### config.mk
export PLATFORM = sky130hd
export DESIGN_NAME = float_add_pipeline
export DESIGN_NICKNAME = d
export VERILOG_FILES = /design/src/hw/float_pkg.sv /design/src/hw/float_add_pipeline.sv /design/src/hw/float_norm_stage.sv /design/src/hw/float_add_stage.sv /design/src/hw/float_align_stage.sv
export VERILOG_INCLUDE_DIRS = /design/src /design/src/hw
export SDC_FILE = /design/constraint.sdc
export NUM_CORES = 1
export LEC_CHECK = 0
export ABC_AREA = 0
export ABC_CLOCK_PERIOD_IN_PS = 7460
export BUFFER_PORTS_ARGS = -buffer_cell sky130_fd_sc_hd__buf_2
export CELL_PAD_IN_SITES_DETAIL_PLACEMENT = 1
export CELL_PAD_IN_SITES_GLOBAL_PLACEMENT = 2
export CORE_MARGIN = 3
export CORE_UTILIZATION = 30
export DETAILED_ROUTE_END_ITERATION = 8
export PLACE_DENSITY = 0.74
export SYNTH_ARGS = -nofsm -noshare
export SYNTH_HDL_FRONTEND = slang
export SYNTH_SLANG_ARGS = --single-unit
export TNS_END_PERCENT = 1
### constraint.sdc
create_clock -name clk -period 7.46 [get_ports clk]
set_input_delay 1.119 -clock clk [delete_from_list [all_inputs] [get_ports clk]]
set_output_delay 1.119 -clock clk [all_outputs]
set_load 0.02 [all_outputs]
### src/hw/float_macros.svh
//~~~~~~~~~~~~~~~~~~~~~~~~~~~~~~~~~~~~~~~~~~~~~~~~~~~~~~~~~~~~~~~~~~~~
// field widths of the single-precision word and the working mantissa
// changing these does not give another IEEE format, only other widths
//~~~~~~~~~~~~~~~~~~~~~~~~~~~~~~~~~~~~~~~~~~~~~~~~~~~~~~~~~~~~~~~~~~~~

`ifndef FLOAT_MACROS_SVH
`define FLOAT_MACROS_SVH

// whole word, sign + exponent + stored mantissa
`define FLOAT_WIDTH 32
`define FLOAT_EXP_WIDTH 8
`define FLOAT_MANT_WIDTH 23

// working mantissa: [carry][hidden one][stored mantissa]
`define FLOAT_WMANT_WIDTH (`FLOAT_MANT_WIDTH + 2)

// left shift count in normalize, covers 0..23
`define FLOAT_NORM_SHIFT_WIDTH 5

`endif
### src/hw/float_pkg.sv
//~~~~~~~~~~~~~~~~~~~~~~~~~~~~~~~~~~~~~~~~~~~~~~~~~~~~~~~~~~~~~~~~~~~~
// types shared by the adder stages
// no special values: every word is a normal number with hidden one
//~~~~~~~~~~~~~~~~~~~~~~~~~~~~~~~~~~~~~~~~~~~~~~~~~~~~~~~~~~~~~~~~~~~~

`default_nettype none

`include "float_macros.svh"

package float_pkg;

    // field view of a float word, msb first
    typedef struct packed {
        logic                          sign;
        logic [`FLOAT_EXP_WIDTH-1:0]   exp;
        logic [`FLOAT_MANT_WIDTH-1:0]  mant;
    } float_fields_t;

    // same 32 bits, read raw or as fields
    typedef union packed {
        logic [`FLOAT_WIDTH-1:0]  bits;
        float_fields_t            fields;
    } float_word_t;

    // align -> add
    // both mantissas already on the common (larger) exponent
    typedef struct packed {
        logic                          a_sign;
        logic                          b_sign;
        logic [`FLOAT_EXP_WIDTH-1:0]   exp;
        logic [`FLOAT_WMANT_WIDTH-1:0] a_mant;
        logic [`FLOAT_WMANT_WIDTH-1:0] b_mant;
        logic                          req;
    } aligned_t;

    // add -> norm
    // mant may carry into the top bit, or have lost leading ones
    typedef struct packed {
        logic                          sign;
        logic [`FLOAT_EXP_WIDTH-1:0]   exp;
        logic [`FLOAT_WMANT_WIDTH-1:0] mant;
        logic                          req;
    } summed_t;

endpackage

`default_nettype wire

### src/hw/float_add_pipeline.sv
//~~~~~~~~~~~~~~~~~~~~~~~~~~~~~~~~~~~~~~~~~~~~~~~~~~~~~~~~~~~~~~~~~~~~
// three-stage float adder, ack exactly 3 cycles after req
// no back-pressure: the result is valid only in the ack cycle
//~~~~~~~~~~~~~~~~~~~~~~~~~~~~~~~~~~~~~~~~~~~~~~~~~~~~~~~~~~~~~~~~~~~~

`default_nettype none

module float_add_pipeline
    import float_pkg::*;
(
    input  logic        clk,
    input  logic        rst,
    input  logic        req,
    input  float_word_t a,
    input  float_word_t b,
    output float_word_t out,
    output logic        ack
);

    aligned_t aligned;
    summed_t  summed;

    // stage 1: unpack and align
    float_align_stage u_align (
        .clk     (clk),
        .rst     (rst),
        .req     (req),
        .a       (a),
        .b       (b),
        .aligned (aligned)
    );

    // stage 2: signed-magnitude add
    float_add_stage u_add (
        .clk     (clk),
        .rst     (rst),
        .aligned (aligned),
        .summed  (summed)
    );

    // stage 3: normalize and pack
    float_norm_stage u_norm (
        .clk    (clk),
        .rst    (rst),
        .summed (summed),
        .out    (out),
        .ack    (ack)
    );

endmodule

`default_nettype wire

### src/hw/float_norm_stage.sv
//~~~~~~~~~~~~~~~~~~~~~~~~~~~~~~~~~~~~~~~~~~~~~~~~~~~~~~~~~~~~~~~~~~~~
// truncating normalize, no rounding; exponent wraps on over/underflow
// out is zero in every cycle that ack is low
//~~~~~~~~~~~~~~~~~~~~~~~~~~~~~~~~~~~~~~~~~~~~~~~~~~~~~~~~~~~~~~~~~~~~

`default_nettype none

`include "float_macros.svh"

module float_norm_stage
    import float_pkg::*;
(
    input  logic        clk,
    input  logic        rst,
    input  summed_t     summed,
    output float_word_t out,
    output logic        ack
);

    // hidden-one position in the working mantissa
    localparam int hidden_pos = `FLOAT_MANT_WIDTH;

    logic [`FLOAT_WMANT_WIDTH-1:0]      mant_c;
    logic [`FLOAT_EXP_WIDTH-1:0]        exp_c;
    logic [`FLOAT_NORM_SHIFT_WIDTH-1:0] norm_shift;
    logic [`FLOAT_WMANT_WIDTH-1:0]      mant_n;
    float_word_t                        result;

    // carry correction
    // the bit dropped here is lost, same as in alignment
    always_comb begin
        mant_c = summed.mant;
        exp_c  = summed.exp;
        if (summed.mant[`FLOAT_WMANT_WIDTH-1]) begin
            mant_c = summed.mant >> 1;
            exp_c  = summed.exp + `FLOAT_EXP_WIDTH'(1);
        end
    end

    // leading-one search below the carry bit
    // scanning upward, so the highest set bit wins
    always_comb begin
        norm_shift = '0;
        for (int i = 0; i <= hidden_pos; i++) begin
            if (mant_c[i]) begin
                norm_shift = `FLOAT_NORM_SHIFT_WIDTH'(hidden_pos - i);
            end
        end
    end

    assign mant_n = mant_c << norm_shift;

    always_comb begin
        result = '0;
        if (mant_c != '0) begin
            result.fields.sign = summed.sign;
            // shift count zero-extended to exponent width
            result.fields.exp  = exp_c - `FLOAT_EXP_WIDTH'(norm_shift);
            result.fields.mant = mant_n[`FLOAT_MANT_WIDTH-1:0];
        end
        // else exact cancel: the all-zero word, sign included
    end

    always_ff @(posedge clk or posedge rst) begin
        if (rst) begin
            out <= '0;
            ack <= 1'b0;
        end else begin
            ack <= summed.req;
            if (summed.req) begin
                out <= result;
            end else begin
                out.bits <= '0;
            end
        end
    end

endmodule

`default_nettype wire

### src/hw/float_add_stage.sv
//~~~~~~~~~~~~~~~~~~~~~~~~~~~~~~~~~~~~~~~~~~~~~~~~~~~~~~~~~~~~~~~~~~~~
// signed-magnitude add of two aligned mantissas
// an exact cancel keeps the sign of b; normalize clears it later
//~~~~~~~~~~~~~~~~~~~~~~~~~~~~~~~~~~~~~~~~~~~~~~~~~~~~~~~~~~~~~~~~~~~~

`default_nettype none

`include "float_macros.svh"

module float_add_stage
    import float_pkg::*;
(
    input  logic     clk,
    input  logic     rst,
    input  aligned_t aligned,
    output summed_t  summed
);

    logic    same_sign;
    logic    a_bigger;
    summed_t next_summed;

    assign same_sign = aligned.a_sign == aligned.b_sign;
    // strict compare, equal magnitudes fall to the b side
    assign a_bigger  = aligned.a_mant > aligned.b_mant;

    always_comb begin
        next_summed = '0;
        if (aligned.req) begin
            next_summed.req = 1'b1;
            next_summed.exp = aligned.exp;
            if (same_sign) begin
                // both below 2^24, so the sum fits with the carry bit
                next_summed.sign = aligned.a_sign;
                next_summed.mant = aligned.a_mant + aligned.b_mant;
            end else if (a_bigger) begin
                next_summed.sign = aligned.a_sign;
                next_summed.mant = aligned.a_mant - aligned.b_mant;
            end else begin
                next_summed.sign = aligned.b_sign;
                next_summed.mant = aligned.b_mant - aligned.a_mant;
            end
        end
    end

    always_ff @(posedge clk or posedge rst) begin
        if (rst) begin
            summed <= '0;
        end else begin
            summed <= next_summed;
        end
    end

endmodule

`default_nettype wire

### src/hw/float_align_stage.sv
//~~~~~~~~~~~~~~~~~~~~~~~~~~~~~~~~~~~~~~~~~~~~~~~~~~~~~~~~~~~~~~~~~~~~
// hidden one assumed on both operands, exponent zero included
// bits shifted out of the smaller operand are dropped, no sticky bit
//~~~~~~~~~~~~~~~~~~~~~~~~~~~~~~~~~~~~~~~~~~~~~~~~~~~~~~~~~~~~~~~~~~~~

`default_nettype none

`include "float_macros.svh"

module float_align_stage
    import float_pkg::*;
(
    input  logic        clk,
    input  logic        rst,
    input  logic        req,
    input  float_word_t a,
    input  float_word_t b,
    output aligned_t    aligned
);

    // shifts from here on push the whole working mantissa out
    localparam logic [`FLOAT_EXP_WIDTH-1:0] max_shift =
        `FLOAT_EXP_WIDTH'(`FLOAT_WMANT_WIDTH);

    logic                          a_larger;
    logic [`FLOAT_EXP_WIDTH-1:0]   big_exp;
    logic [`FLOAT_EXP_WIDTH-1:0]   exp_diff;
    logic [`FLOAT_WMANT_WIDTH-1:0] a_wmant;
    logic [`FLOAT_WMANT_WIDTH-1:0] b_wmant;
    logic [`FLOAT_WMANT_WIDTH-1:0] small_mant;
    logic [`FLOAT_WMANT_WIDTH-1:0] shifted_mant;
    aligned_t                      next_aligned;

    // carry bit clear, hidden one set
    assign a_wmant = {1'b0, 1'b1, a.fields.mant};
    assign b_wmant = {1'b0, 1'b1, b.fields.mant};

    // on a tie b counts as larger, so a gets the zero shift
    assign a_larger = a.fields.exp > b.fields.exp;
    assign big_exp  = a_larger ? a.fields.exp : b.fields.exp;
    assign exp_diff = a_larger ? a.fields.exp - b.fields.exp
                               : b.fields.exp - a.fields.exp;

    // one shifter, fed with whichever operand is smaller
    assign small_mant   = a_larger ? b_wmant : a_wmant;
    assign shifted_mant = (exp_diff >= max_shift) ? '0 : small_mant >> exp_diff;

    always_comb begin
        // idle slot leaves everything zero
        next_aligned = '0;
        if (req) begin
            next_aligned.req    = 1'b1;
            next_aligned.a_sign = a.fields.sign;
            next_aligned.b_sign = b.fields.sign;
            next_aligned.exp    = big_exp;
            next_aligned.a_mant = a_larger ? a_wmant : shifted_mant;
            next_aligned.b_mant = a_larger ? shifted_mant : b_wmant;
        end
    end

    always_ff @(posedge clk or posedge rst) begin
        if (rst) begin
            aligned <= '0;
        end else begin
            aligned <= next_aligned;
        end
    end

endmodule

`default_nettype wire

==> impl_metrics.prom, run 1 <==
# TYPE chip_impl_metric gauge
chip_impl_metric{name="wire_length_of_the_first_global_routing_pass",unit="microns"} 72200
chip_impl_metric{name="hold_buffers",unit=""} 0
chip_impl_metric{name="power-per-cell-area",unit="nW/um^2"} 279
chip_impl_metric{name="clock_insertion_delay_worst_skew",unit="ps"} 430
chip_impl_info{name="min_from",value="u_align.aligned[58]"} 1
chip_impl_metric{name="worst_max_slew_margin_expressed_relative_to_the_limit",unit="%"} 26.4
chip_impl_metric{name="cts.clk_slew.worst_paths",unit="ps"} 70
chip_impl_metric{name="core",unit="sq um"} 41300
chip_impl_metric{name="syn-cell-area",unit="sq um"} 12700
chip_impl_metric{name="route.detailed.drc",unit=""} 0
chip_impl_metric{name="die_y",unit="microns"} 212
chip_impl_info{name="outcome",value="completed"} 1
chip_impl_info{name="worstSetupPathType",value="input pin to flop"} 1
chip_impl_metric{name="synth_xor_xnor_area_share",unit="%"} 2.00
chip_impl_metric{name="maximum_number_of_pins_on_one_net_before_global_route_repair",unit=""} 66
chip_impl_metric{name="die-width",unit="microns"} 212
chip_impl_metric{name="vias",unit=""} 11890
chip_impl_metric{name="route.final.wire_length",unit="microns"} 45400
chip_impl_metric{name="yosysSeqAreaShare",unit="%"} 25.1
chip_impl_metric{name="numCtsBuffers",unit=""} 17
chip_impl_info{name="synth-main-ff-cell",value="sky130_fd_sc_hd__dfrtp_1"} 1
chip_impl_metric{name="area_delta_synth_final",unit="%"} 11.1
chip_impl_metric{name="timing.final.crit_period",unit="ps"} 4890
chip_impl_metric{name="timing.clock.skew",unit="ps"} 10.2
chip_impl_metric{name="antennaDiodeCount",unit=""} 0
chip_impl_metric{name="first_iter_violations",unit=""} 718
chip_impl_metric{name="drive_above_1_share",unit="%"} 15.1
chip_impl_info{name="r2r-end",value="u_norm.out[29]"} 1
chip_impl_metric{name="antenna_violations_before_repair",unit=""} 0
chip_impl_metric{name="cp.required",unit="ps"} 7750
chip_impl_metric{name="max_freq",unit="MHz"} 205
chip_impl_metric{name="worst_pin_slew",unit="ps"} 1100
chip_impl_metric{name="finalHoldViolCount",unit=""} 0
chip_impl_metric{name="ff2ff_setup_slack",unit="ps"} 2980
chip_impl_metric{name="design.final.nets",unit=""} 1742
chip_impl_metric{name="boundaryPins",unit=""} 100
chip_impl_metric{name="count_of_cells_along_the_worst_register_to_register_path",unit=""} 18
chip_impl_metric{name="ir_worst_vdd",unit="mV"} 0.153
chip_impl_metric{name="cts_max_level",unit=""} 4
chip_impl_info{name="synth_top_family_by_area",value="compound AO/OA/AOI/OAI gates"} 1
chip_impl_metric{name="global_route.overflow_total",unit=""} 0
chip_impl_metric{name="drt-wirelength-per-cell",unit="microns"} 21.4
chip_impl_info{name="root_buffer",value="sky130_fd_sc_hd__clkbuf_16"} 1
chip_impl_metric{name="dp_hpwl",unit="microns"} 35600
chip_impl_info{name="worst_setup_end_kind",value="flop"} 1
chip_impl_metric{name="post-cts-setup-buffer-count",unit=""} 0
chip_impl_metric{name="cts.repair.resized",unit=""} 0
chip_impl_metric{name="cap_viol_max_count",unit=""} 0
chip_impl_metric{name="p_leak",unit="nW"} 6.30
chip_impl_metric{name="synth_compound_area_share",unit="%"} 25.5
chip_impl_metric{name="min_path_cells",unit=""} 1
chip_impl_metric{name="synth_fp_nets",unit=""} 1700
chip_impl_metric{name="finalWeightedCongestion",unit=""} 0.905
chip_impl_metric{name="worstPathArrival",unit="ps"} 5180
chip_impl_metric{name="netlist_instances",unit=""} 1534
chip_impl_metric{name="worst-path-max-fanout",unit=""} 28
chip_impl_metric{name="synth_mux_area_share",unit="%"} 10.7
chip_impl_metric{name="synth_adder_area_share",unit="%"} 10.1
chip_impl_metric{name="timing_max_transition_violations_final",unit=""} 0
chip_impl_metric{name="setup_viol",unit=""} 0
chip_impl_info{name="hold_path_class",value="flop to flop"} 1
chip_impl_metric{name="synth_simple_gate_area_share",unit="%"} 19.2
chip_impl_metric{name="rows",unit=""} 74
chip_impl_metric{name="initial_core_util",unit="%"} 30.7
chip_impl_metric{name="ys_async_sr_fraction",unit="%"} 100
chip_impl_metric{name="timing.setup.tns",unit="ps"} 0
chip_impl_info{name="regToRegStartpoint",value="u_add.summed[25]"} 1
chip_impl_metric{name="drt_pre_antenna_iters",unit=""} 5
chip_impl_metric{name="ctsLongestPathBuffers",unit=""} 2
chip_impl_metric{name="route.antenna.remaining_nets",unit=""} 0
chip_impl_metric{name="cts.sink_count",unit=""} 127
chip_impl_info{name="capture_endpoint_of_the_worst_hold_path",value="u_add.summed[33]"} 1
chip_impl_metric{name="synth-edff-count",unit=""} 0
chip_impl_metric{name="synth-seq-cells",unit=""} 127
chip_impl_metric{name="yosys_warnings",unit=""} 0
chip_impl_metric{name="viasPerCell",unit=""} 5.61
chip_impl_info{name="setup_repair_after_global_routing_missed_its_margin",value="false"} 1
chip_impl_metric{name="total_power",unit="W"} 0.00393
chip_impl_metric{name="first_global_vias",unit=""} 12473
chip_impl_metric{name="grt_usage",unit="%"} 20.3
chip_impl_info{name="cp-start-kind",value="input pin"} 1
chip_impl_info{name="tritoncts_clock_tree",value="done"} 1
chip_impl_metric{name="design.die.area",unit="sq um"} 44800
chip_impl_metric{name="syn-mean-instance-area",unit="sq um"} 8.27
chip_impl_metric{name="io_buffers",unit=""} 99
chip_impl_metric{name="netlist-cell-type-count",unit=""} 104
chip_impl_metric{name="fin_crit_sh",unit="%"} 65.5
## sequential cells by signal, summed over array words and instances (netlist names)
signal and count:
u_norm.ack 1, u_norm.out 32, u_align.aligned 59, u_add.summed 35
## cell families (layout without fill, tap and decap cells)
family,count (synthesis),count (layout)
compound gates,466,466
xor+xnor,29,29
fa+ha+maj,99,99
buf+inv,211,266
flops,127,127
mux,106,106
simple gates,496,496
## power by group
group,switching (W),leakage (nW),internal [W]
clock network,0.000346,0.277,0.000482
registers,0.000103,1.68,0.000803
logic,0.00140,4.34,0.000794
total,0.00185,6.30,0.00208
## worst max-delay path, cell delays in order
cell and delay (ps):
sky130_fd_sc_hd__buf_2 100, sky130_fd_sc_hd__inv_1 50, sky130_fd_sc_hd__ha_1 210, sky130_fd_sc_hd__fa_1 410
sky130_fd_sc_hd__and2b_1 300, sky130_fd_sc_hd__o211ai_4 120, sky130_fd_sc_hd__a21oi_4 740, sky130_fd_sc_hd__buf_4 450
sky130_fd_sc_hd__mux4_1 610, sky130_fd_sc_hd__mux2i_1 260, sky130_fd_sc_hd__mux2i_1 150, sky130_fd_sc_hd__a221oi_1 450
sky130_fd_sc_hd__o21ai_0 180
## synthesized netlist by cell type (all sizes together) (16+ instances only)
master,number,area [sq um]
a211oi,30,245
a21o,26,203
a21oi,129,679
a31oi,26,163
and2,26,163
buf,49,327
clkbuf,44,166
dfrtp,127,3180
ha,93,1160
inv,118,445
mux2,25,289
mux2i,62,624
mux4,19,447
nand2,153,584
nand2b,30,195
nand3,42,210
nand4,16,100
nor2,117,442
nor2b,17,106
nor3,29,155
o211ai,27,231
o21ai,88,463
or3,18,118
xnor2,19,166
## layer usage
layer / part of all wire, % / up-vias / GRT usage, %
met1: 47 / 6001 / 27.8
met2: 49 / 225 / 35.3
li1: - / 5629 / -
met3: 2.6 / 35 / 1.78
met4: 1.4 / 0 / 4.20
met5: 0 / - / 0
## metrics by stage
step           hold slack, ps  instance area [sq um]  setup slack [ps]  utilization, %  instances
6_report                  456                  14100              2570            34.1       2121
5_1_grt                   479                  14100              2340            34.1       2121
4_1_cts                   460                  14100              2550            34.1       2121
3_5_place_dp              446                  13500              2100            32.7       2089
3_3_place_gp              444                  13500              2240            32.7       2089
2_1_floorplan             428                  12700              2960               -       1534
## how the worst max path moves through the flow
stage / startpoint / end / slack, ps / cells past startpoint
floorplan: rst / u_add.summed[0] / 2960 / 1
global placement: a[23] / u_align.aligned[2] / 2240 / 13
detailed placement: a[23] / u_align.aligned[6] / 2100 / 13
CTS: a[23] / u_align.aligned[6] / 2550 / 13
global route: a[23] / u_align.aligned[6] / 2340 / 13
finish: a[23] / u_align.aligned[6] / 2570 / 13
## layout by cell type (no fill, tap or decap), types with 7 or more instances in the layout
master                      count
sky130_fd_sc_hd__a211oi_1      26
sky130_fd_sc_hd__a21o_1        25
sky130_fd_sc_hd__a21oi_1      124
sky130_fd_sc_hd__a221oi_1       9
sky130_fd_sc_hd__a22o_1         9
sky130_fd_sc_hd__a22oi_1       10
sky130_fd_sc_hd__a31oi_1       26
sky130_fd_sc_hd__and2_1        26
sky130_fd_sc_hd__and3_1         8
sky130_fd_sc_hd__buf_2         99
sky130_fd_sc_hd__buf_4         17
sky130_fd_sc_hd__clkbuf_16     17
sky130_fd_sc_hd__dfrtp_1      127
sky130_fd_sc_hd__ha_1          93
sky130_fd_sc_hd__inv_1        114
sky130_fd_sc_hd__mux2_2        21
sky130_fd_sc_hd__mux2i_1       61
sky130_fd_sc_hd__mux4_2        14
sky130_fd_sc_hd__nand2_1      151
sky130_fd_sc_hd__nand2b_1      29
sky130_fd_sc_hd__nand3_1       42
sky130_fd_sc_hd__nand4_1       16
sky130_fd_sc_hd__nor2_1       116
sky130_fd_sc_hd__nor2b_1       17
sky130_fd_sc_hd__nor3_1        27
sky130_fd_sc_hd__nor4_1        10
sky130_fd_sc_hd__o2111ai_1      7
sky130_fd_sc_hd__o211ai_1      23
sky130_fd_sc_hd__o21a_1        12
sky130_fd_sc_hd__o21ai_0       63
sky130_fd_sc_hd__o21ai_1       22
sky130_fd_sc_hd__o21bai_1       9
sky130_fd_sc_hd__o31ai_1       10
sky130_fd_sc_hd__or2_2          8
sky130_fd_sc_hd__or3_1         17
sky130_fd_sc_hd__xnor2_1       18
sky130_fd_sc_hd__xor2_1         9
## area by class of cell
type	instances	area (sq um)
clock buffer	19	453
clock inverter	13	128
fill	4960	27200
inverter	118	450
multi-input combinational	1196	8600
sequential	127	3180
tap	532	666
timing repair buffer	116	623
No activity file was read; power rests on OpenSTA's default activity.
==> run 2, diff against run 1 <==
--- a/config.mk
+++ b/config.mk
@@ -7,14 +7,14 @@
 export NUM_CORES = 1
 export LEC_CHECK = 0
 export ABC_AREA = 0
-export ABC_CLOCK_PERIOD_IN_PS = 7460
+export ABC_CLOCK_PERIOD_IN_PS = 4420
 export BUFFER_PORTS_ARGS = -buffer_cell sky130_fd_sc_hd__buf_2
 export CELL_PAD_IN_SITES_DETAIL_PLACEMENT = 1
 export CELL_PAD_IN_SITES_GLOBAL_PLACEMENT = 2
 export CORE_MARGIN = 3
 export CORE_UTILIZATION = 30
 export DETAILED_ROUTE_END_ITERATION = 8
-export PLACE_DENSITY = 0.74
+export PLACE_DENSITY = 0.76
 export SYNTH_ARGS = -nofsm -noshare
 export SYNTH_HDL_FRONTEND = slang
 export SYNTH_SLANG_ARGS = --single-unit
==> constraint.sdc (replaced) <==
create_clock -name clk -period 4.42 [get_ports clk]
set_input_delay 0.663 -clock clk [delete_from_list [all_inputs] [get_ports clk]]
set_output_delay 0.663 -clock clk [all_outputs]
set_load 0.02 [all_outputs]
==> run 2 against run 1 <==
  * Hold slack got worse by 170 ps
  * Largest power group unchanged
  * Sequential power increased by 69%
  * Highest routed layer unchanged
  * Total power increased by 70%
  * Clock-buffer cell count unchanged
  * Worst setup slack got worse by 2200 ps
  * Critical endpoint is now u_add.summed[13]
  * Flip-flop and latch count unchanged
  * Utilization increased by 0.54 points
  * Clock power increased by 69%
==> impl_metrics.prom, run 2 (synthesis results as in run 1) <==
# TYPE chip_impl_metric gauge
chip_impl_info{name="worst_setup_end_kind",value="flop"} 1
chip_impl_metric{name="cts.sink_count",unit=""} 127
chip_impl_info{name="cp-start-kind",value="flop"} 1
chip_impl_metric{name="antenna_violations_before_repair",unit=""} 0
chip_impl_info{name="reg_top3",value="u_align.aligned: 59 flops, u_add.summed: 35 flops, u_norm.out: 32 flops"} 1
chip_impl_metric{name="route.detailed.drc",unit=""} 0
chip_impl_metric{name="numPlacedInstances",unit=""} 2116
chip_impl_metric{name="die_y",unit="microns"} 212
chip_impl_metric{name="setup_viol",unit=""} 0
chip_impl_metric{name="fin_util",unit="%"} 34.7
chip_impl_metric{name="viasPerCell",unit=""} 5.60
chip_impl_metric{name="fillerInstances",unit=""} 4974
chip_impl_metric{name="design.die.area",unit="sq um"} 44800
chip_impl_metric{name="io_buffers",unit=""} 99
chip_impl_metric{name="route.antenna.remaining_nets",unit=""} 0
chip_impl_metric{name="drt-wirelength-per-cell",unit="microns"} 20.7
chip_impl_info{name="max_flop_register",value="u_align.aligned"} 1
chip_impl_metric{name="cp.required",unit="ps"} 4730
chip_impl_metric{name="cts_max_level",unit=""} 4
chip_impl_metric{name="hold_buffers",unit=""} 0
chip_impl_metric{name="worstPathArrival",unit="ps"} 4320
chip_impl_info{name="hold_path_class",value="input pin to async pin"} 1
chip_impl_metric{name="cap_viol_max_count",unit=""} 0
chip_impl_metric{name="drive_above_1_share",unit="%"} 16.4
chip_impl_metric{name="worst_pin_slew",unit="ps"} 1020
chip_impl_metric{name="die-width",unit="microns"} 212
chip_impl_metric{name="route.final.wire_length",unit="microns"} 44500
chip_impl_metric{name="first_iter_violations",unit=""} 679
chip_impl_metric{name="initial_core_util",unit="%"} 30.7
chip_impl_metric{name="p_leak",unit="nW"} 6.43
chip_impl_metric{name="design.final.nets",unit=""} 1769
chip_impl_metric{name="timing.clock.skew",unit="ps"} 15.9
chip_impl_metric{name="grt_usage",unit="%"} 20.1
chip_impl_metric{name="global_route.overflow_total",unit=""} 0
chip_impl_metric{name="core",unit="sq um"} 41300
chip_impl_metric{name="area_delta_synth_final",unit="%"} 12.9
chip_impl_info{name="setup_repair_after_global_routing_missed_its_margin",value="false"} 1
chip_impl_metric{name="largest_reg_flops",unit=""} 59
chip_impl_metric{name="final-seq-area",unit="sq um"} 3180
chip_impl_metric{name="timing.final.crit_period",unit="ps"} 4020
chip_impl_metric{name="numCtsBuffers",unit=""} 17
chip_impl_metric{name="ir_worst_vdd",unit="mV"} 0.266
chip_impl_metric{name="multiInputGateArea",unit="sq um"} 8600
chip_impl_metric{name="total_power",unit="W"} 0.00668
chip_impl_metric{name="post-cts-setup-buffer-count",unit=""} 0
chip_impl_metric{name="finalHoldViolCount",unit=""} 0
chip_impl_info{name="worstSetupPathType",value="flop to flop"} 1
chip_impl_metric{name="cts.repair.resized",unit=""} 0
chip_impl_metric{name="clock_insertion_delay_worst_skew",unit="ps"} 430
chip_impl_metric{name="finalWeightedCongestion",unit=""} 0.914
chip_impl_info{name="most-common-layout-cells",value="151 x sky130_fd_sc_hd__nand2_1, 127 x sky130_fd_sc_hd__dfrtp_1, 124 x sky130_fd_sc_hd__a21oi_1"} 1
chip_impl_metric{name="timing_max_transition_violations_final",unit=""} 0
chip_impl_metric{name="max_freq",unit="MHz"} 249
chip_impl_metric{name="dp_hpwl",unit="microns"} 35700
chip_impl_metric{name="drt_pre_antenna_iters",unit=""} 5
chip_impl_metric{name="antennaDiodeCount",unit=""} 0
chip_impl_info{name="root_buffer",value="sky130_fd_sc_hd__clkbuf_16"} 1
chip_impl_metric{name="stdcell_count",unit=""} 2148
chip_impl_metric{name="count_of_cells_along_the_worst_register_to_register_path",unit=""} 12
chip_impl_info{name="outcome",value="completed"} 1
chip_impl_metric{name="vias",unit=""} 12025
chip_impl_info{name="tritoncts_clock_tree",value="done"} 1
chip_impl_metric{name="wire_length_of_the_first_global_routing_pass",unit="microns"} 72000
chip_impl_metric{name="maximum_number_of_pins_on_one_net_before_global_route_repair",unit=""} 56
chip_impl_metric{name="cts.clk_slew.worst_paths",unit="ps"} 60
chip_impl_metric{name="fin_crit_sh",unit="%"} 90.9
chip_impl_metric{name="rows",unit=""} 74
chip_impl_metric{name="power-per-cell-area",unit="nW/um^2"} 467
chip_impl_metric{name="worst_max_slew_margin_expressed_relative_to_the_limit",unit="%"} 31.6
chip_impl_metric{name="boundaryPins",unit=""} 100
chip_impl_metric{name="timing.setup.tns",unit="ps"} 0
chip_impl_info{name="layout.cells.most_common",value="sky130_fd_sc_hd__nand2_1"} 1
chip_impl_metric{name="first_global_vias",unit=""} 12757
chip_impl_metric{name="ctsLongestPathBuffers",unit=""} 2
chip_impl_metric{name="worst-path-max-fanout",unit=""} 25
[run 2: cell types whose count changed in the layout (fill, tap and decap cells not counted), sizes merged]
cell  before  now
buf      116  143
[run 2: where the power goes]
part	internal (W)	switching [W]	leakage, nW	total [W]
Clock	0.000801	0.000602	0.273	0.00140
Combinational	0.00140	0.00235	4.48	0.00375
Sequential	0.00135	0.000173	1.68	0.00153
Total	0.00356	0.00312	6.43	0.00668
[run 2: cell type report]
| class | count | area share, % |
|---|---|---|
| well taps | 532 | 4.65 |
| clock buffers | 19 | 3.09 |
| clock inverters | 13 | 0.909 |
| inverters | 118 | 3.15 |
| flip-flops and latches | 127 | 22.2 |
| repair buffers | 143 | 5.94 |
| multi-input cells | 1196 | 60.1 |
[run 2: path summary, 6_finish.rpt]
path / slack, ps / startpoint / end
worst max-delay path: 400 / u_align.aligned[5] / u_add.summed[13]
worst min-delay path: 290 / rst / u_add.summed[4]
worst max register to register: 400 / u_align.aligned[5] / u_add.summed[13]
worst min register to register: 460 / u_align.aligned[55] / u_add.summed[30]
max in group asynchronous: 3230 / rst / u_align.aligned[60]
min in group clk: 460 / u_align.aligned[55] / u_add.summed[30]
[run 2: critical path, cell delays in order, from the launching register on]
cell	delay (ps)
sky130_fd_sc_hd__dfrtp_1	400
sky130_fd_sc_hd__inv_1	60
sky130_fd_sc_hd__ha_1	470
sky130_fd_sc_hd__o21ai_1	190
sky130_fd_sc_hd__a2111oi_4	350
sky130_fd_sc_hd__o21ai_1	210
sky130_fd_sc_hd__a21oi_2	290
sky130_fd_sc_hd__o21ai_4	130
sky130_fd_sc_hd__a21oi_4	710
sky130_fd_sc_hd__mux2i_1	320
sky130_fd_sc_hd__o311a_1	380
sky130_fd_sc_hd__o21a_1	190
sky130_fd_sc_hd__o21a_1	180
[run 2: metal layers]
layer | part of all wire [%] | global-route usage (%)
met5 | 0 | 0
met4 | 3.1 | 7.11
met3 | 3.1 | 2.33
met2 | 47 | 33.8
met1 | 47 | 26.9
[run 2: metrics by stage]
stage               worst slack, ps  hold slack [ps]  area [sq um]
floorplan                       373              428         12700
global placement                238              447         13700
detailed placement              209              447         13700
CTS                             416              312         14300
global route                    110              336         14300
finish                          404              289         14300
==> run 3, diff against run 2 <==
--- a/config.mk
+++ b/config.mk
@@ -6,15 +6,15 @@
 export SDC_FILE = /design/constraint.sdc
 export NUM_CORES = 1
 export LEC_CHECK = 0
-export ABC_AREA = 0
+export ABC_AREA = 1
 export ABC_CLOCK_PERIOD_IN_PS = 4420
-export BUFFER_PORTS_ARGS = -buffer_cell sky130_fd_sc_hd__buf_2
 export CELL_PAD_IN_SITES_DETAIL_PLACEMENT = 1
 export CELL_PAD_IN_SITES_GLOBAL_PLACEMENT = 2
 export CORE_MARGIN = 3
 export CORE_UTILIZATION = 30
 export DETAILED_ROUTE_END_ITERATION = 8
-export PLACE_DENSITY = 0.76
+export DONT_BUFFER_PORTS = 1
+export PLACE_DENSITY = 0.78
 export SYNTH_ARGS = -nofsm -noshare
 export SYNTH_HDL_FRONTEND = slang
 export SYNTH_SLANG_ARGS = --single-unit
==> run 3 against run 2 <==
  * Register-to-register slack hardly changed
  * Clock power barely moved
  * Critical path depth increased by 6
  * Via count rose by 1.1%
  * Largest power group unchanged
  * Area after synthesis fell by 3.7%
  * Clock skew shrank 2.0 ps
  * Flip-flop and latch count is the same
  * Total power down 1.4%
  * Global-route usage increased by 0.16 points
  * Critical endpoint is now u_add.summed[21]
  * Wire length is 1.4% lower
  * Clock-buffer cell count down 2
  * Final area down 6.8%
==> impl_metrics.prom, run 3 <==
# TYPE chip_impl_metric gauge
chip_impl_metric{name="p_leak",unit="nW"} 6.65
chip_impl_metric{name="rows",unit=""} 73
chip_impl_metric{name="synth-edff-count",unit=""} 0
chip_impl_info{name="outcome",value="completed"} 1
chip_impl_metric{name="yosys_warnings",unit=""} 0
chip_impl_metric{name="die-width",unit="microns"} 208
chip_impl_metric{name="synth_fp_nets",unit=""} 2012
chip_impl_metric{name="first_global_vias",unit=""} 12923
chip_impl_metric{name="route.detailed.drc",unit=""} 0
chip_impl_info{name="most-common-layout-cells",value="431 x sky130_fd_sc_hd__nand2_1, 239 x sky130_fd_sc_hd__inv_1, 190 x sky130_fd_sc_hd__a21oi_1"} 1
chip_impl_metric{name="route.final.wire_length",unit="microns"} 43900
chip_impl_info{name="layout.cells.most_common",value="sky130_fd_sc_hd__nand2_1"} 1
chip_impl_metric{name="cts.clk_slew.worst_paths",unit="ps"} 60
chip_impl_metric{name="dp_hpwl",unit="microns"} 35600
chip_impl_metric{name="fin_crit_sh",unit="%"} 91.1
chip_impl_metric{name="ir_worst_vdd",unit="mV"} 0.205
chip_impl_info{name="synth.top_cells.by_count",value="431 x sky130_fd_sc_hd__nand2_1, 240 x sky130_fd_sc_hd__inv_1, 190 x sky130_fd_sc_hd__a21oi_1"} 1
chip_impl_metric{name="worstPathArrival",unit="ps"} 4290
chip_impl_metric{name="stdcell_count",unit=""} 2349
chip_impl_metric{name="timing.final.crit_period",unit="ps"} 4030
chip_impl_metric{name="drive_above_1_share",unit="%"} 5.37
chip_impl_metric{name="drt_pre_antenna_iters",unit=""} 4
chip_impl_metric{name="finalHoldViolCount",unit=""} 0
chip_impl_metric{name="drt-wirelength-per-cell",unit="microns"} 18.7
chip_impl_metric{name="boundaryPins",unit=""} 100
chip_impl_metric{name="worst_pin_slew",unit="ps"} 1130
chip_impl_metric{name="cts.sink_count",unit=""} 127
chip_impl_metric{name="netlist-cell-type-count",unit=""} 58
chip_impl_metric{name="viasPerCell",unit=""} 5.17
chip_impl_metric{name="worst_max_slew_margin_expressed_relative_to_the_limit",unit="%"} 22.8
chip_impl_metric{name="initial_core_util",unit="%"} 30.5
chip_impl_metric{name="antennaDiodeCount",unit=""} 0
chip_impl_metric{name="wire_length_of_the_first_global_routing_pass",unit="microns"} 70800
chip_impl_metric{name="vias",unit=""} 12153
chip_impl_metric{name="synth-seq-cells",unit=""} 127
chip_impl_info{name="synth-main-ff-cell",value="sky130_fd_sc_hd__dfrtp_1"} 1
chip_impl_metric{name="power-per-cell-area",unit="nW/um^2"} 494
chip_impl_metric{name="netlist_instances",unit=""} 1846
chip_impl_metric{name="design.die.area",unit="sq um"} 43200
chip_impl_metric{name="io_buffers",unit=""} 0
chip_impl_metric{name="numPlacedInstances",unit=""} 2319
chip_impl_metric{name="yosysSeqAreaShare",unit="%"} 26.0
chip_impl_metric{name="numCtsBuffers",unit=""} 17
chip_impl_metric{name="relative_contribution_of_sequential_cells_to_total_power",unit="%"} 25.2
chip_impl_metric{name="clock_insertion_delay_worst_skew",unit="ps"} 440
chip_impl_metric{name="area_delta_synth_final",unit="%"} 9.25
chip_impl_metric{name="design.final.nets",unit=""} 1979
chip_impl_metric{name="setup_viol",unit=""} 0
chip_impl_info{name="setup_repair_after_global_routing_missed_its_margin",value="false"} 1
chip_impl_info{name="worstSetupPathType",value="flop to flop"} 1
chip_impl_metric{name="synthDominantCellAreaShare",unit="%"} 26.0
chip_impl_metric{name="first_iter_violations",unit=""} 640
chip_impl_info{name="synth_most_common_cell",value="sky130_fd_sc_hd__nand2_1"} 1
chip_impl_metric{name="ys_async_sr_fraction",unit="%"} 100
chip_impl_metric{name="p_switching",unit="W"} 0.00327
chip_impl_metric{name="global_route.overflow_total",unit=""} 0
chip_impl_info{name="synth_area_leaders",value="sky130_fd_sc_hd__dfrtp_1 26%, sky130_fd_sc_hd__nand2_1 13%, sky130_fd_sc_hd__ha_1 9.5%, sky130_fd_sc_hd__a21oi_1 7.8%, sky130_fd_sc_hd__inv_1 7.4%"} 1
chip_impl_metric{name="cp.required",unit="ps"} 4680
chip_impl_metric{name="timing_max_transition_violations_final",unit=""} 0
chip_impl_metric{name="grt_usage",unit="%"} 20.3
chip_impl_metric{name="fin_util",unit="%"} 33.4
chip_impl_info{name="hold_path_class",value="input pin to async pin"} 1
chip_impl_metric{name="route.antenna.remaining_nets",unit=""} 0
chip_impl_metric{name="antenna_violations_before_repair",unit=""} 0
chip_impl_info{name="root_buffer",value="sky130_fd_sc_hd__clkbuf_16"} 1
chip_impl_metric{name="worst-path-max-fanout",unit=""} 21
chip_impl_metric{name="p_comb_share",unit="%"} 53.9
chip_impl_info{name="reg_top3",value="u_align.aligned: 59 flops, u_add.summed: 35 flops, u_norm.out: 32 flops"} 1
chip_impl_metric{name="cts_max_level",unit=""} 4
chip_impl_metric{name="max_freq",unit="MHz"} 248
chip_impl_info{name="tritoncts_clock_tree",value="done"} 1
chip_impl_metric{name="cellInternalPower",unit="W"} 0.00332
chip_impl_info{name="max_flop_register",value="u_align.aligned"} 1
chip_impl_metric{name="cap_viol_max_count",unit=""} 0
chip_impl_metric{name="syn-cell-area",unit="sq um"} 12200
chip_impl_metric{name="core",unit="sq um"} 40000
chip_impl_metric{name="maximum_number_of_pins_on_one_net_before_global_route_repair",unit=""} 59
chip_impl_metric{name="finalWeightedCongestion",unit=""} 0.939
chip_impl_info{name="worst_setup_end_kind",value="flop"} 1
chip_impl_metric{name="largest_reg_flops",unit=""} 59
chip_impl_info{name="synth_top_cell_by_area",value="sky130_fd_sc_hd__dfrtp_1"} 1
chip_impl_metric{name="ctsLongestPathBuffers",unit=""} 2
chip_impl_info{name="cp-start-kind",value="flop"} 1
chip_impl_metric{name="timing.clock.skew",unit="ps"} 13.9
chip_impl_metric{name="timing.setup.tns",unit="ps"} 0
chip_impl_metric{name="syn-mean-instance-area",unit="sq um"} 6.62
chip_impl_metric{name="share_of_power_burned_in_the_clock_network",unit="%"} 20.8
chip_impl_metric{name="p_sw_share",unit="%"} 49.6
chip_impl_metric{name="die_y",unit="microns"} 208
## run 3: cell count changes after synthesis, sizes merged, moves of 21 or more
cell and delta:
buf -21, o21ai +100, inv +123, nand3 +75, a21oi +66, and2 -26, a21o -24, mux2i -57
nand2 +283, nor2 +22, mux2 -25, nand2b -30, xor2 +64
## run 3: kinds of logic after synthesis
group,share of synthesized area [%]
and+or+nand+nor,24.6
muxes,0.410
buffers and inverters,10.8
adders and majority gates,10.5
DFF,26.0
xor gates and xnor gates,5.65
AOI/OAI and AO/OA,22.0
## run 3: worst paths after layout
check	start	depth (start not counted)	to	slack, ps
max in group asynchronous	rst	2	u_norm.out[5]	3380
setup / recovery	u_align.aligned[2]	18	u_add.summed[21]	390
min in group clk	req	0	u_align.aligned[0]	250
setup reg to reg	u_align.aligned[2]	18	u_add.summed[21]	390
hold reg to reg	u_add.summed[0]	0	u_norm.ack	390
hold / removal	rst	1	u_align.aligned[18]	70
## run 3: routing by layer
metal | global-route usage (%) | share of wire [%] | wire, microns | vias up
met5 | 0 | 0 | 0 | -
met4 | 7.11 | 2.7 | 1200 | 0
met3 | 2.36 | 3.1 | 1370 | 61
met2 | 35.0 | 48 | 21200 | 230
met1 | 26.3 | 46 | 20100 | 5907
li1 | - | - | - | 5955
## run 3: layout make-up
class | count | area (sq um)
repair buffers | 37 | 294
multi-input cells | 1388 | 7740
well taps | 525 | 657
clock inverters | 13 | 141
inverters | 242 | 915
clock buffers | 17 | 425
flip-flops and latches | 127 | 3180
fillers | 5143 | 26700
## run 3: what timing repair did
action / in CTS / in global routing
hold endpoints to repair: 0 / 0
setup endpoints to repair: 0 / 8
setup buffers: 0 / 0
gates resized for setup: 0 / 3
hold buffers: 0 / 0
## run 3: critical path: stages, from the launching register on
cell	delay, ps
sky130_fd_sc_hd__dfrtp_1	490
sky130_fd_sc_hd__inv_1	130
sky130_fd_sc_hd__ha_1	340
sky130_fd_sc_hd__nand2_1	90
sky130_fd_sc_hd__nor2_1	160
sky130_fd_sc_hd__a21oi_1	130
sky130_fd_sc_hd__o21ai_2	180
sky130_fd_sc_hd__a21boi_0	150
sky130_fd_sc_hd__o21ai_1	240
sky130_fd_sc_hd__a21oi_1	140
sky130_fd_sc_hd__o21bai_2	240
sky130_fd_sc_hd__a21oi_1	150
sky130_fd_sc_hd__o21ai_1	240
sky130_fd_sc_hd__nand2_1	130
sky130_fd_sc_hd__nand2_1	120
sky130_fd_sc_hd__nand2_4	190
sky130_fd_sc_hd__nand2_1	120
sky130_fd_sc_hd__a21oi_1	70
sky130_fd_sc_hd__a211oi_1	500
## run 3: power by group through the flow
stage	Clock [W]	Sequential (W)	Combinational [W]
3_3_place_gp	0	0.00168	0.00351
2_1_floorplan	0	0.00164	0.00255
4_1_cts	0.00142	0.00167	0.00356
3_5_place_dp	0	0.00169	0.00354
5_1_grt	0.00146	0.00169	0.00403
6_report	0.00137	0.00166	0.00355
## run 3: stage by stage
step | power (W) | hold WS [ps] | setup slack [ps] | area (sq um)
2_1_floorplan | 0.00419 | 354 | 373 | 12200
3_3_place_gp | 0.00519 | 362 | 165 | 12800
3_5_place_dp | 0.00523 | 373 | 151 | 12800
4_1_cts | 0.00665 | 72.1 | 237 | 13300
5_1_grt | 0.00718 | 102 | 31.7 | 13300
6_report | 0.00659 | 71.4 | 395 | 13300
